### src/uart_config.svh
`ifndef UART_CONFIG_SVH
`define UART_CONFIG_SVH

// ~~~~~~~~~~~~~~~~~~~~~~~~~~~~~~~~~~~~~~~~~~~~~~~~~~~~~~~~~~~~~~~~~~~~~
// line rate set up for the 25 MHz system clock
// ~~~~~~~~~~~~~~~~~~~~~~~~~~~~~~~~~~~~~~~~~~~~~~~~~~~~~~~~~~~~~~~~~~~~~

`define UART_CLOCK_RATE 25_000_000
`define UART_BAUD 1_562_500

// integer division, the two rates must divide evenly
`define UART_CLKS_PER_BIT (`UART_CLOCK_RATE / `UART_BAUD)

// the sampler waits this long after the start edge before it checks the line again
`define UART_HALF_BIT (`UART_CLKS_PER_BIT / 2)

// wide enough to hold a full bit time
`define UART_CNT_W ($clog2(`UART_CLKS_PER_BIT + 1))

// frame layout, start bit and stop bit fixed
//   start | d0 .. d7 | stop
// the receive side numbers the samples 0 to 8, where 8 is the stop sample

`endif

### src/uart_pkg.sv
package uart_pkg;

  // ~~~~~~~~~~~~~~~~~~~~~~~~~~~~~~~~~~~~~~~~~~~~~~~~~~~~~~~~~~~~~~~~~~~~
  // state machines
  // ~~~~~~~~~~~~~~~~~~~~~~~~~~~~~~~~~~~~~~~~~~~~~~~~~~~~~~~~~~~~~~~~~~~~

  // receive sampler
  typedef enum logic [1:0] {
    rx_hunt,        // waiting for the line to fall
    rx_start_half,  // half a bit into a possible start bit
    rx_bits         // one strobe per whole bit time
  } rx_state_e;

  // transmit serializer
  typedef enum logic {
    tx_idle,
    tx_send
  } tx_state_e;

  // ~~~~~~~~~~~~~~~~~~~~~~~~~~~~~~~~~~~~~~~~~~~~~~~~~~~~~~~~~~~~~~~~~~~~
  // stage payloads
  // ~~~~~~~~~~~~~~~~~~~~~~~~~~~~~~~~~~~~~~~~~~~~~~~~~~~~~~~~~~~~~~~~~~~~

  // one mid-bit sample, sampler to framer
  typedef struct packed {
    logic       level;
    logic [3:0] index;  // 0 to 7 data bits, 8 the stop bit
  } rx_sample_t;

  // one received byte, framer to host
  typedef struct packed {
    logic [7:0] data;
    logic       frame_err;  // stop bit was sampled low
  } rx_byte_t;

endpackage

### src/uart_rx_sampler.sv
`timescale 1ns/1ps
`include "uart_config.svh"

module uart_rx_sampler (
  input  logic                 clk,
  input  logic                 reset,
  input  logic                 serial_i,
  output uart_pkg::rx_sample_t sample_o,
  output logic                 sample_valid_o
);
  import uart_pkg::*;

  rx_state_e              state;
  logic [`UART_CNT_W-1:0] bit_cnt;
  logic [3:0]             bit_idx;
  logic                   serial_meta;
  logic                   serial_sync;
  logic                   half_done;
  logic                   bit_done;

  // ~~~~~~~~~~~~~~~~~~~~~~~~~~~~~~~~~~~~~~~~~~~~~~~~~~~~~~~~~~~~~~~~~~~~
  // line synchronizer
  // ~~~~~~~~~~~~~~~~~~~~~~~~~~~~~~~~~~~~~~~~~~~~~~~~~~~~~~~~~~~~~~~~~~~~

  // both flops come up at the idle level so reset cannot look like a start
  always_ff @(posedge clk) begin
    if (reset) begin
      serial_meta <= 1'b1;
      serial_sync <= 1'b1;
    end else begin
      serial_meta <= serial_i;
      serial_sync <= serial_meta;
    end
  end

  assign half_done = (bit_cnt == `UART_CNT_W'(`UART_HALF_BIT - 1));
  assign bit_done  = (bit_cnt == `UART_CNT_W'(`UART_CLKS_PER_BIT - 1));

  // ~~~~~~~~~~~~~~~~~~~~~~~~~~~~~~~~~~~~~~~~~~~~~~~~~~~~~~~~~~~~~~~~~~~~
  // start hunt and bit timing
  // ~~~~~~~~~~~~~~~~~~~~~~~~~~~~~~~~~~~~~~~~~~~~~~~~~~~~~~~~~~~~~~~~~~~~

  always_ff @(posedge clk) begin
    if (reset) begin
      state          <= rx_hunt;
      bit_cnt        <= '0;
      bit_idx        <= '0;
      sample_valid_o <= 1'b0;
    end else begin
      sample_valid_o <= 1'b0;
      case (state)
        rx_hunt: begin
          bit_cnt <= '0;
          if (!serial_sync) begin
            state <= rx_start_half;
          end
        end
        rx_start_half: begin
          bit_cnt <= bit_cnt + 1'b1;
          if (half_done) begin
            bit_cnt <= '0;
            bit_idx <= '0;
            // a line back high by now was only a glitch
            state   <= serial_sync ? rx_hunt : rx_bits;
          end
        end
        rx_bits: begin
          bit_cnt <= bit_cnt + 1'b1;
          if (bit_done) begin
            bit_cnt        <= '0;
            bit_idx        <= bit_idx + 1'b1;
            sample_valid_o <= 1'b1;
            if (bit_idx == 4'd8) begin
              state <= rx_hunt;  // stop sampled, next start can already be seen
            end
          end
        end
        default: state <= rx_hunt;
      endcase
    end
  end

  // sample payload, only meaningful with the strobe
  always_ff @(posedge clk) begin
    if (state == rx_bits && bit_done) begin
      sample_o.level <= serial_sync;
      sample_o.index <= bit_idx;
    end
  end

  // ~~~~~~~~~~~~~~~~~~~~~~~~~~~~~~~~~~~~~~~~~~~~~~~~~~~~~~~~~~~~~~~~~~~~
  // checks
  // ~~~~~~~~~~~~~~~~~~~~~~~~~~~~~~~~~~~~~~~~~~~~~~~~~~~~~~~~~~~~~~~~~~~~

  a_index_range: assert property (@(posedge clk) disable iff (reset)
    sample_valid_o |-> sample_o.index <= 4'd8);

  // a strobe seen back in hunt can only be the stop sample, and the stop sample always ends the frame
  a_no_strobe_in_hunt: assert property (@(posedge clk) disable iff (reset)
    sample_valid_o |-> ((state == rx_hunt) == (sample_o.index == 4'd8)));

endmodule

### src/uart_rx_framer.sv
`timescale 1ns/1ps

module uart_rx_framer (
  input  logic                 clk,
  input  logic                 reset,
  input  uart_pkg::rx_sample_t sample_i,
  input  logic                 sample_valid_i,
  output uart_pkg::rx_byte_t   rx_byte_o,
  output logic                 rx_valid_o
);
  import uart_pkg::*;

  logic [7:0] data_q;
  logic [3:0] expect_idx;
  logic       data_strobe;
  logic       stop_strobe;

  // indexes 0 to 7 carry data, 8 is the stop sample
  assign data_strobe = sample_valid_i && !sample_i.index[3];
  assign stop_strobe = sample_valid_i && (sample_i.index == 4'd8);

  // ~~~~~~~~~~~~~~~~~~~~~~~~~~~~~~~~~~~~~~~~~~~~~~~~~~~~~~~~~~~~~~~~~~~~
  // byte assembly
  // ~~~~~~~~~~~~~~~~~~~~~~~~~~~~~~~~~~~~~~~~~~~~~~~~~~~~~~~~~~~~~~~~~~~~

  // LSB arrives first, each sample lands at its own bit position
  always_ff @(posedge clk) begin
    if (data_strobe) begin
      data_q[sample_i.index[2:0]] <= sample_i.level;
    end
  end

  // published byte holds until the next stop sample
  always_ff @(posedge clk) begin
    if (stop_strobe) begin
      rx_byte_o.data      <= data_q;
      rx_byte_o.frame_err <= !sample_i.level;
    end
  end

  // ~~~~~~~~~~~~~~~~~~~~~~~~~~~~~~~~~~~~~~~~~~~~~~~~~~~~~~~~~~~~~~~~~~~~
  // strobe and sample order
  // ~~~~~~~~~~~~~~~~~~~~~~~~~~~~~~~~~~~~~~~~~~~~~~~~~~~~~~~~~~~~~~~~~~~~

  always_ff @(posedge clk) begin
    if (reset) begin
      rx_valid_o <= 1'b0;
      expect_idx <= '0;
    end else begin
      rx_valid_o <= stop_strobe;  // one cycle behind the stop sample
      if (sample_valid_i) begin
        expect_idx <= stop_strobe ? 4'd0 : sample_i.index + 1'b1;
      end
    end
  end

  // a frame must come in as 0, 1, .. 8 with nothing skipped
  a_index_order: assert property (@(posedge clk) disable iff (reset)
    sample_valid_i |-> sample_i.index == expect_idx);

endmodule

### src/uart_tx_serializer.sv
`timescale 1ns/1ps
`include "uart_config.svh"

module uart_tx_serializer (
  input  logic       clk,
  input  logic       reset,
  input  logic [7:0] tx_data_i,
  input  logic       tx_valid_i,
  output logic       serial_o,
  output logic       tx_busy_o
);
  import uart_pkg::*;

  tx_state_e              state;
  logic [`UART_CNT_W-1:0] bit_cnt;
  logic [3:0]             bit_idx;
  logic [8:0]             shift_q;
  logic                   serial_q;
  logic                   start;
  logic                   bit_done;

  assign start    = (state == tx_idle) && tx_valid_i;
  assign bit_done = (bit_cnt == `UART_CNT_W'(`UART_CLKS_PER_BIT - 1));

  // the host sees busy on the very cycle it strobes
  assign tx_busy_o = tx_valid_i | (state == tx_send);
  assign serial_o  = serial_q;

  // ~~~~~~~~~~~~~~~~~~~~~~~~~~~~~~~~~~~~~~~~~~~~~~~~~~~~~~~~~~~~~~~~~~~~
  // frame control
  // ~~~~~~~~~~~~~~~~~~~~~~~~~~~~~~~~~~~~~~~~~~~~~~~~~~~~~~~~~~~~~~~~~~~~

  // bit_idx 0 is the start bit, 1 to 8 the data and 9 the stop bit
  always_ff @(posedge clk) begin
    if (reset) begin
      state    <= tx_idle;
      bit_cnt  <= '0;
      bit_idx  <= '0;
      serial_q <= 1'b1;
    end else begin
      case (state)
        tx_idle: begin
          serial_q <= 1'b1;
          if (tx_valid_i) begin
            state    <= tx_send;
            bit_cnt  <= '0;
            bit_idx  <= '0;
            serial_q <= 1'b0;  // start bit goes out with the latching edge
          end
        end
        tx_send: begin
          if (bit_done) begin
            bit_cnt <= '0;
            if (bit_idx == 4'd9) begin
              state <= tx_idle;  // stop bit has had its full time
            end else begin
              bit_idx  <= bit_idx + 1'b1;
              serial_q <= shift_q[0];
            end
          end else begin
            bit_cnt <= bit_cnt + 1'b1;
          end
        end
        default: state <= tx_idle;
      endcase
    end
  end

  // ~~~~~~~~~~~~~~~~~~~~~~~~~~~~~~~~~~~~~~~~~~~~~~~~~~~~~~~~~~~~~~~~~~~~
  // data shifter
  // ~~~~~~~~~~~~~~~~~~~~~~~~~~~~~~~~~~~~~~~~~~~~~~~~~~~~~~~~~~~~~~~~~~~~

  // the stop bit rides above the data and reaches bit 0 after eight shifts
  always_ff @(posedge clk) begin
    if (start) begin
      shift_q <= {1'b1, tx_data_i};
    end else if (state == tx_send && bit_done) begin
      shift_q <= {1'b1, shift_q[8:1]};
    end
  end

  // ~~~~~~~~~~~~~~~~~~~~~~~~~~~~~~~~~~~~~~~~~~~~~~~~~~~~~~~~~~~~~~~~~~~~
  // checks
  // ~~~~~~~~~~~~~~~~~~~~~~~~~~~~~~~~~~~~~~~~~~~~~~~~~~~~~~~~~~~~~~~~~~~~

  // holds across the return from send, where the stop bit must still be on the line
  a_idle_line_high: assert property (@(posedge clk) disable iff (reset)
    state == tx_idle |-> serial_o);

  a_no_strobe_when_busy: assert property (@(posedge clk) disable iff (reset)
    tx_valid_i |-> state == tx_idle);

endmodule

### src/uart_top.sv
`timescale 1ns/1ps

module uart_top (
  input  logic       clk,
  input  logic       reset,
  input  logic       serial_i,
  output logic       serial_o,
  input  logic [7:0] tx_data_i,
  input  logic       tx_valid_i,
  output logic       tx_busy_o,
  output logic [7:0] rx_data_o,
  output logic       rx_valid_o,
  output logic       rx_frame_err_o
);
  import uart_pkg::*;

  rx_sample_t sample;
  logic       sample_valid;
  rx_byte_t   rx_byte;

  // ~~~~~~~~~~~~~~~~~~~~~~~~~~~~~~~~~~~~~~~~~~~~~~~~~~~~~~~~~~~~~~~~~~~~
  // receive path, sampler then framer
  // ~~~~~~~~~~~~~~~~~~~~~~~~~~~~~~~~~~~~~~~~~~~~~~~~~~~~~~~~~~~~~~~~~~~~

  uart_rx_sampler u_rx_sampler (
    .clk            (clk),
    .reset          (reset),
    .serial_i       (serial_i),
    .sample_o       (sample),
    .sample_valid_o (sample_valid)
  );

  uart_rx_framer u_rx_framer (
    .clk            (clk),
    .reset          (reset),
    .sample_i       (sample),
    .sample_valid_i (sample_valid),
    .rx_byte_o      (rx_byte),
    .rx_valid_o     (rx_valid_o)
  );

  assign rx_data_o      = rx_byte.data;
  assign rx_frame_err_o = rx_byte.frame_err;

  // transmit path
  uart_tx_serializer u_tx_serializer (
    .clk        (clk),
    .reset      (reset),
    .tx_data_i  (tx_data_i),
    .tx_valid_i (tx_valid_i),
    .serial_o   (serial_o),
    .tx_busy_o  (tx_busy_o)
  );

endmodule

### config.mk
export PLATFORM = sky130hd
export DESIGN_NAME = uart_top
export DESIGN_NICKNAME = d
export VERILOG_FILES = /design/src/uart_pkg.sv /design/src/uart_rx_sampler.sv /design/src/uart_rx_framer.sv /design/src/uart_tx_serializer.sv /design/src/uart_top.sv
export VERILOG_INCLUDE_DIRS = /design/src
export SDC_FILE = /design/constraint.sdc
export NUM_CORES = 1
export LEC_CHECK = 0
export ABC_AREA = 1
export ABC_CLOCK_PERIOD_IN_PS = 2100
export BUFFER_PORTS_ARGS = -buffer_cell sky130_fd_sc_hd__buf_4
export CORE_MARGIN = 2
export CORE_UTILIZATION = 58
export DETAILED_ROUTE_END_ITERATION = 8
export GPL_ROUTABILITY_DRIVEN = 0
export PLACE_DENSITY = 0.78
export SLEW_MARGIN = 30
export SYNTH_ARGS = -nofsm -noshare
export SYNTH_HDL_FRONTEND = slang
export SYNTH_HIERARCHICAL = 1
export SYNTH_SLANG_ARGS = --single-unit
### constraint.sdc
create_clock -name clk -period 2.1 [get_ports clk]
set_clock_uncertainty 0.05 [all_clocks]
set_input_delay 0.315 -clock clk [delete_from_list [all_inputs] [get_ports clk]]
set_output_delay 0.315 -clock clk [all_outputs]
set_load 0.02 [all_outputs]
==> qor_table.md, run 1 <==
| Group | Parameter | This run |
|---|---|---|
| worst setup path | Start point of the critical path | u_tx_serializer/state$_SDFF_PP0_ |
| sta | Maximum clock rate | 540 MHz |
| sta | Crit share post-route | 88.2% |
| worst setup path | Flop-to-flop setup slack | 0.52 ns |
| worst setup path | Critical R2R Capture | u_rx_sampler/bit_cnt[4]$_SDFFE_PP0P_ |
| drt | DR iter-0 viols | 73 |
| worst hold path | Class of the tightest hold or removal check | primary input to flip-flop |
| synth | Average cell area after synthesis | 9.21 sq um |
| global route | Grt ovf | 0 |
| synth | Proportion of synthesized flip-flops having asynchronous set or reset | 0% |
| sta | Fin Setup TNS | 0 ns |
| worst setup path | CP Data Arrival Time | 1.49 ns |
| die | Io pins | 24 |
| synth | Leading post-synthesis cells by instance count | sky130_fd_sc_hd__nand2_1, sky130_fd_sc_hd__inv_1, sky130_fd_sc_hd__edfxtp_1 |
| worst setup path | Data required time of the worst path | 1.74 ns |
| clocking | CTS Sinks | 56 |
| global route | Via count of the first global-routing pass | 1671 |
| die | Total core area | 4350 sq um |
| drt | Routed wirelength normalized by instance count | 11.0 um |
| clocking | Latest clock arrival within the worst-skew pair | 0.31 ns |
| clocking | CTS root buffer | sky130_fd_sc_hd__clkbuf_8 |
| synth | Area fraction of the dominant cell type after synthesis | 34.3% |
| power | Power density over cell area | 766 nW/um^2 |
| sta | Max-slew headroom | 59.2% |
| final layout | Number of fillers in the final layout | 327 |
| final layout | Multi-input logic area | 1030 sq um |
| clocking | Clock buffers created by TritonCTS | 5 |
| drt | DRC Markers | 0 |
| worst setup path | Critical-path maximum fanout | 12 |
| clocking | CTS tree | built |
| synth | Dominant cells by area after synthesis | sky130_fd_sc_hd__edfxtp_1, sky130_fd_sc_hd__dfxtp_1, sky130_fd_sc_hd__nand2_1 |
| die | Die area | 5080 sq um |
| global route | Largest net degree at the start of global routing | 20 |
| final layout | Net count reported at finish | 337 |
| clocking | Max clock buf depth | 2 |
| synth | Post-synth EDFFs | 30 |
| power | Leakage power figure | 1.22 nW |
| synth | Count of yosys warnings during synthesis | 6 |
| drt | Total via count after detailed routing | 1835 |
| synth | Post-Syn Area | 2630 sq um |
| drt | First drt pass iteration count | 4 |
| power | Overall power after layout | 2.25 mW |
| synth | Cell accounting for the most synthesized area | sky130_fd_sc_hd__edfxtp_1 |
| global route | Antenna violations before repair | 0 |
| clocking | Post-CTS setup buffers | 0 |
| final layout | Total area of sequential cells | 1420 sq um |
| sta | Final period demand of the worst path | 1.85 ns |
| worst setup path | Number of cell instances on the worst register-to-register path | 9 |
| die | FP Rows | 24 |
| synth | Flop and latch count out of synthesis | 56 |
| synth | Post-synthesis cell count | 285 |
| sta | Tightest Pin Transition | 0.611 ns |
| drt | Post-DR vias/cell | 5.01 |
| die | Vert. Die Dim | 71.3 um |
| clocking | Total of cells resized after clock tree synthesis | 0 |
| clocking | CTS Hold Buffers Added | 0 |
| sta | Total count of hold-check failures in the final report | 0 |
| power | Maximum resistive drop on vdd | 509 uV |
| final layout | Fraction of layout cells with a size suffix above 1 | 19.4% |
| synth | Sequential cell area fraction in the yosys report | 54.1% |
| worst setup path | Reg-to-reg critical path startpoint | u_rx_sampler/bit_cnt[0]$_SDFFE_PP0P_ |
| worst setup path | Critical Setup Path Class | flip-flop to output port |
| placed design | Count of input and output buffers | 23 |
| job | Number of max-capacitance violations reported | 0 |
| global route | Global-route wire length before repair | 7.02 mm |
| synth | Primary FF master, synth | sky130_fd_sc_hd__edfxtp_1 |
| clocking | CTS clk-pin slew, worst paths | 0.10 ns |
| worst setup path | Kind of launch point of the worst setup path | flip-flop |
| synth | Synthesized Nets | 309 |
| sta | Setup Viol. Count Final | 0 |
| die | Die X-Extent | 71.3 um |
| sta | Final number of max-transition violations | 0 |
| sta | Unrepaired setup endpoints after global routing | false |
| drt | Detailed Route WL | 4.03 mm |
| clocking | Max H-tree Level | 2 |
| global route | Global router's overall resource usage | 17.3% |
| die | Effective utilization at floorplan | 60.3% |
| final layout | Area grow syn2layout | 12.1% |
| final layout | ANT cells | 0 |
| worst setup path | Setup crit end | tx_busy_o |
| drt | Final antenna-violating net count | 0 |
| synth | Number of library cell types mapped by synthesis | 34 |
| synth | Most common cell in the synthesized netlist | sky130_fd_sc_hd__nand2_1 |
| worst setup path | CP endpoint kind | output port |
| status | Run status | finished, final reports clean |
| placed design | HPWL after DPL | 2.92 mm |
[layout make-up]
| class | instances | share of cell area, % |
|---|---|---|
| clock buffer | 5 | 2.34 |
| clock inverter | 3 | 0.850 |
| inverter | 42 | 5.53 |
| multi-input combinational | 185 | 34.9 |
| sequential | 56 | 48.3 |
| tap | 52 | 2.21 |
| timing repair buffer | 23 | 5.87 |
[registers in the layout (all words and copies together) (netlist names), 2 cells and up]
signal and flops:
u_tx_serializer/bit_idx 4, u_tx_serializer/bit_cnt 5, u_rx_sampler/state 2, u_tx_serializer/shift_q 8, u_rx_framer/rx_byte_o 9, u_rx_sampler/bit_cnt 5
u_rx_sampler/bit_idx 4, u_rx_sampler/sample_o 5, u_rx_framer/data_q 8
[power by group]
group          switching [mW]  total [mW]  leakage (nW)  internal [mW]
combinational           0.268       0.426         0.695          0.158
sequential             0.0374        1.23         0.484           1.19
clock                   0.358       0.601        0.0452          0.244
total                   0.663        2.25          1.22           1.59
[cells by family after synthesis]
logic type / synth area share (%)
buffers and inverters: 6.77
xor gates and xnor gates: 0.667
adders and majority gates: 5.72
AOI/OAI and AO/OA: 5.48
and+or+nand+nor: 27.3
DFF: 54.1
[how the worst min path moves through the flow]
stage | start | to | slack [ns] | cells past startpoint
6_report | serial_i | u_rx_sampler/serial_meta$_SDFF_PP1_ | 0.13 | 2
5_1_grt | serial_i | u_rx_sampler/serial_meta$_SDFF_PP1_ | 0.13 | 2
4_1_cts | serial_i | u_rx_sampler/serial_meta$_SDFF_PP1_ | 0.12 | 2
3_5_place_dp | u_rx_sampler/serial_meta$_SDFF_PP1_ | u_rx_sampler/serial_sync$_SDFF_PP1_ | 0.35 | 1
3_3_place_gp | u_rx_sampler/serial_meta$_SDFF_PP1_ | u_rx_sampler/serial_sync$_SDFF_PP1_ | 0.34 | 1
2_1_floorplan | reset | u_tx_serializer/bit_idx[2]$_SDFFE_PP0P_ | 0.33 | 1
[critical path, stage by stage (launching register included)]
cell	delay, ns
sky130_fd_sc_hd__dfxtp_1	0.73
sky130_fd_sc_hd__inv_1	0.17
sky130_fd_sc_hd__nand2_2	0.14
sky130_fd_sc_hd__buf_4	0.15
[stage by stage]
step / cell area, sq um / instances / util (%) / hold WS [ns] / setup WS [ns]
6_report: 2940 / 366 / 67.6 / 0.134 / 0.248
2_1_floorplan: 2630 / 285 / - / 0.327 / 0.638
4_1_cts: 2940 / 366 / 67.6 / 0.124 / 0.248
5_1_grt: 2940 / 366 / 67.6 / 0.126 / 0.163
3_3_place_gp: 2850 / 358 / 65.4 / 0.343 / 0.587
3_5_place_dp: 2850 / 358 / 65.4 / 0.348 / 0.537
[routing by layer]
metal	global-route usage, %	vias to the layer above	share of wire, %
li1	-	977	-
met1	21.6	824	46
met2	29.4	30	49
met3	3.94	4	4.2
met4	6.71	0	0.94
met5	0	-	0
[placed cells by master, fill, tap and decap left out, drive strengths merged]
master	instances
nand2	79
edfxtp	30
and3	1
xnor2	1
a21boi	1
xor2	1
ha	12
clkbuf	5
nand4	2
nand3b	1
nor2	33
dfxtp	26
buf	23
clkinv	2
or2	5
o21ai	3
nor3	1
a21oi	17
nand3	23
a31oi	1
o21a	1
clkinvlp	1
inv	42
o211ai	2
nor4	1
(Power assumes the default switching activity.)
==> run 2, diff against run 1 <==
--- a/config.mk
+++ b/config.mk
@@ -8,7 +8,7 @@
 export LEC_CHECK = 0
 export ABC_AREA = 1
 export ABC_CLOCK_PERIOD_IN_PS = 2100
-export BUFFER_PORTS_ARGS = -buffer_cell sky130_fd_sc_hd__buf_4
+export BUFFER_PORTS_ARGS = -buffer_cell sky130_fd_sc_hd__buf_2
 export CORE_MARGIN = 2
 export CORE_UTILIZATION = 58
 export DETAILED_ROUTE_END_ITERATION = 8
==> run 2 against run 1 <==
Total power is 0.40% lower. Largest cell class unchanged. Critical path depth stayed put. Flip-flop and latch count stayed put. Sequential power hardly changed. Via count is 0.98% higher. Combinational power is 2% lower. Register-to-register slack hardly changed.
==> qor_table.md, run 2 (synthesis results as in run 1) <==
| Group | Parameter | This run | Change |
|---|---|---|---|
| power | Sw frac | 29.4% | +0.047 points |
| final layout | ANT cells | 0 | unchanged |
| sta | Crit share post-route | 87.9% | -0.25 points |
| final layout | Top library cells by usage in the layout, fill and taps aside | sky130_fd_sc_hd__nand2_1, sky130_fd_sc_hd__inv_1, sky130_fd_sc_hd__edfxtp_1 |  |
| clocking | Latest clock arrival within the worst-skew pair | 0.31 ns | about the same |
| global route | Global-route wire length before repair | 7.01 mm | about the same |
| drt | Total via count after detailed routing | 1853 | +0.98% |
| clocking | CTS root buffer | sky130_fd_sc_hd__clkbuf_8 |  |
| final layout | Number of fillers in the final layout | 336 | +2.8% |
| drt | Post-DR vias/cell | 5.06 | +0.98% |
| drt | First drt pass iteration count | 4 | unchanged |
| placed design | Setup Slack @ Placement | 0.525 ns | -0.0125 ns |
| die | Die area | 5080 sq um | unchanged |
| final layout | Most common cell after layout, fill and taps aside | sky130_fd_sc_hd__nand2_1 |  |
| global route | Via count of the first global-routing pass | 1687 | +0.96% |
| worst setup path | CP Data Arrival Time | 1.48 ns | about the same |
| power | Power density over cell area | 778 nW/um^2 | +1.6% |
| worst hold path | Class of the tightest hold or removal check | primary input to flip-flop |  |
| sta | Maximum clock rate | 541 MHz | +0.28% |
| die | Io pins | 24 | unchanged |
| placed design | Count of input and output buffers | 23 | unchanged |
| clocking | CTS Hold Buffers Added | 0 | unchanged |
| clocking | Max clock buf depth | 2 | unchanged |
| die | Total core area | 4350 sq um | unchanged |
| worst setup path | Flop-to-flop setup slack | 0.51 ns | about the same |
| global route | Largest net degree at the start of global routing | 20 | unchanged |
| worst setup path | Critical-path maximum fanout | 12 | unchanged |
| drt | Detailed Route WL | 4.01 mm | -0.55% |
| drt | Final antenna-violating net count | 0 | unchanged |
| power | Register share of total power | 54.7% | +0.2 points |
| clocking | Clock buffers created by TritonCTS | 5 | unchanged |
| sta | Max-slew headroom | 61.9% | +2.7 points |
| die | Effective utilization at floorplan | 60.3% | unchanged |
| clocking | Total of cells resized after clock tree synthesis | 0 | unchanged |
| power | Switching power | 0.661 mW | -0.24% |
| worst setup path | CP endpoint kind | output port |  |
| power | Maximum resistive drop on vdd | 551 uV | +8.4% |
| power | Share of total power in the clock network | 26.7% | about the same |
| drt | Routed wirelength normalized by instance count | 10.9 um | -0.55% |
| power | Internal power | 1.58 mW | -0.46% |
| placed design | HPWL after DPL | 2.97 mm | +1.6% |
| sta | Setup Viol. Count Final | 0 | unchanged |
| die | Die X-Extent | 71.3 um | unchanged |
| job | Number of max-capacitance violations reported | 0 | unchanged |
| status | Run status | finished, final reports clean |  |
| global route | Grt ovf | 0 | unchanged |
| final layout | Flip-flop count of the largest register after layout | 9 | unchanged |
| clocking | Max H-tree Level | 2 | unchanged |
| global route | Antenna violations before repair | 0 | unchanged |
| final layout | Net count reported at finish | 337 | unchanged |
| die | FP Rows | 24 | unchanged |
| die | Vert. Die Dim | 71.3 um | unchanged |
| final layout | Area grow syn2layout | 9.86% |  |
| sta | Final period demand of the worst path | 1.85 ns | -0.00523 ns |
| final layout | Register with the most flip-flops | u_rx_framer/rx_byte_o |  |
| final layout | Total area of sequential cells | 1420 sq um | unchanged |
| sta | Final worst-path setup slack | 0.253 ns | +0.00523 ns |
| final layout | Fraction of layout cells with a size suffix above 1 | 19.4% | unchanged |
| sta | Tightest Pin Transition | 0.571 ns | -0.0404 ns |
| sta | Fin Setup TNS | 0 ns | unchanged |
| final layout | Multi-input logic area | 1030 sq um | unchanged |
| clocking | Post-CTS setup buffers | 0 | unchanged |
| sta | Final number of max-transition violations | 0 | unchanged |
| power | Leakage power figure | 1.20 nW | -1.6% |
| final layout | Core occupancy in the finished layout | 66.3% | -1.3 points |
| sta | Unrepaired setup endpoints after global routing | false |  |
| clocking | CTS Sinks | 56 | unchanged |
| clocking | CTS tree | built |  |
| sta | Total count of hold-check failures in the final report | 0 | unchanged |
| worst setup path | Data required time of the worst path | 1.74 ns | about the same |
| drt | DR iter-0 viols | 135 | +85% |
| worst setup path | Critical Setup Path Class | flip-flop to output port |  |
| drt | DRC Markers | 0 | unchanged |
| power | Logic gate share of total power | 18.6% | -0.3 points |
| clocking | CTS clk-pin slew, worst paths | 0.10 ns | about the same |
| worst setup path | Kind of launch point of the worst setup path | flip-flop |  |
| global route | Global router's overall resource usage | 17.4% | +0.060 points |
run 2: final timing paths:
path	cells past startpoint	start	to
worst max-delay path	3	u_tx_serializer/state$_SDFF_PP0_	tx_busy_o
worst min-delay path	2	serial_i	u_rx_sampler/serial_meta$_SDFF_PP1_
worst max register to register	9	u_rx_sampler/bit_cnt[0]$_SDFFE_PP0P_	u_rx_sampler/bit_cnt[4]$_SDFFE_PP0P_
worst min register to register	1	u_rx_sampler/serial_meta$_SDFF_PP1_	u_rx_sampler/serial_sync$_SDFF_PP1_
run 2: per-layer routing:
metal / part of all wire (%) / vias up / GRT usage (%)
met4: 1.1 / 0 / 6.50
li1: - / 975 / -
met2: 50 / 29 / 29.8
met3: 3.6 / 5 / 4.64
met5: 0 / - / 0
met1: 45 / 844 / 21.0
run 2: critical path: stages (launching register included):
cell and delay, ns:
sky130_fd_sc_hd__dfxtp_1 0.70, sky130_fd_sc_hd__inv_1 0.16, sky130_fd_sc_hd__nand2_2 0.14, sky130_fd_sc_hd__buf_2 0.17
run 2: final cells by class:
class | instances | area share, %
inverter | 42 | 5.64
sequential | 56 | 49.3
tap | 52 | 2.25
clock inverter | 3 | 0.867
timing repair buffer | 23 | 3.99
multi-input combinational | 185 | 35.6
clock buffer | 5 | 2.39
run 2: power by group through the flow:
stage | Clock, mW | Combinational [mW] | Sequential (mW)
detailed placement | 0 | 0.423 | 1.25
floorplan | 0 | 0.341 | 1.24
CTS | 0.617 | 0.425 | 1.23
finish | 0.600 | 0.418 | 1.23
global placement | 0 | 0.418 | 1.25
global route | 0.664 | 0.479 | 1.24
run 2: through the flow:
stage,area (sq um),std cells,power [mW],hold WS [ns]
3_5_place_dp,2790,358,1.68,0.344
4_1_cts,2890,366,2.27,0.124
2_1_floorplan,2630,285,1.58,0.327
3_3_place_gp,2790,358,1.67,0.341
5_1_grt,2890,366,2.38,0.116
6_report,2890,366,2.25,0.133
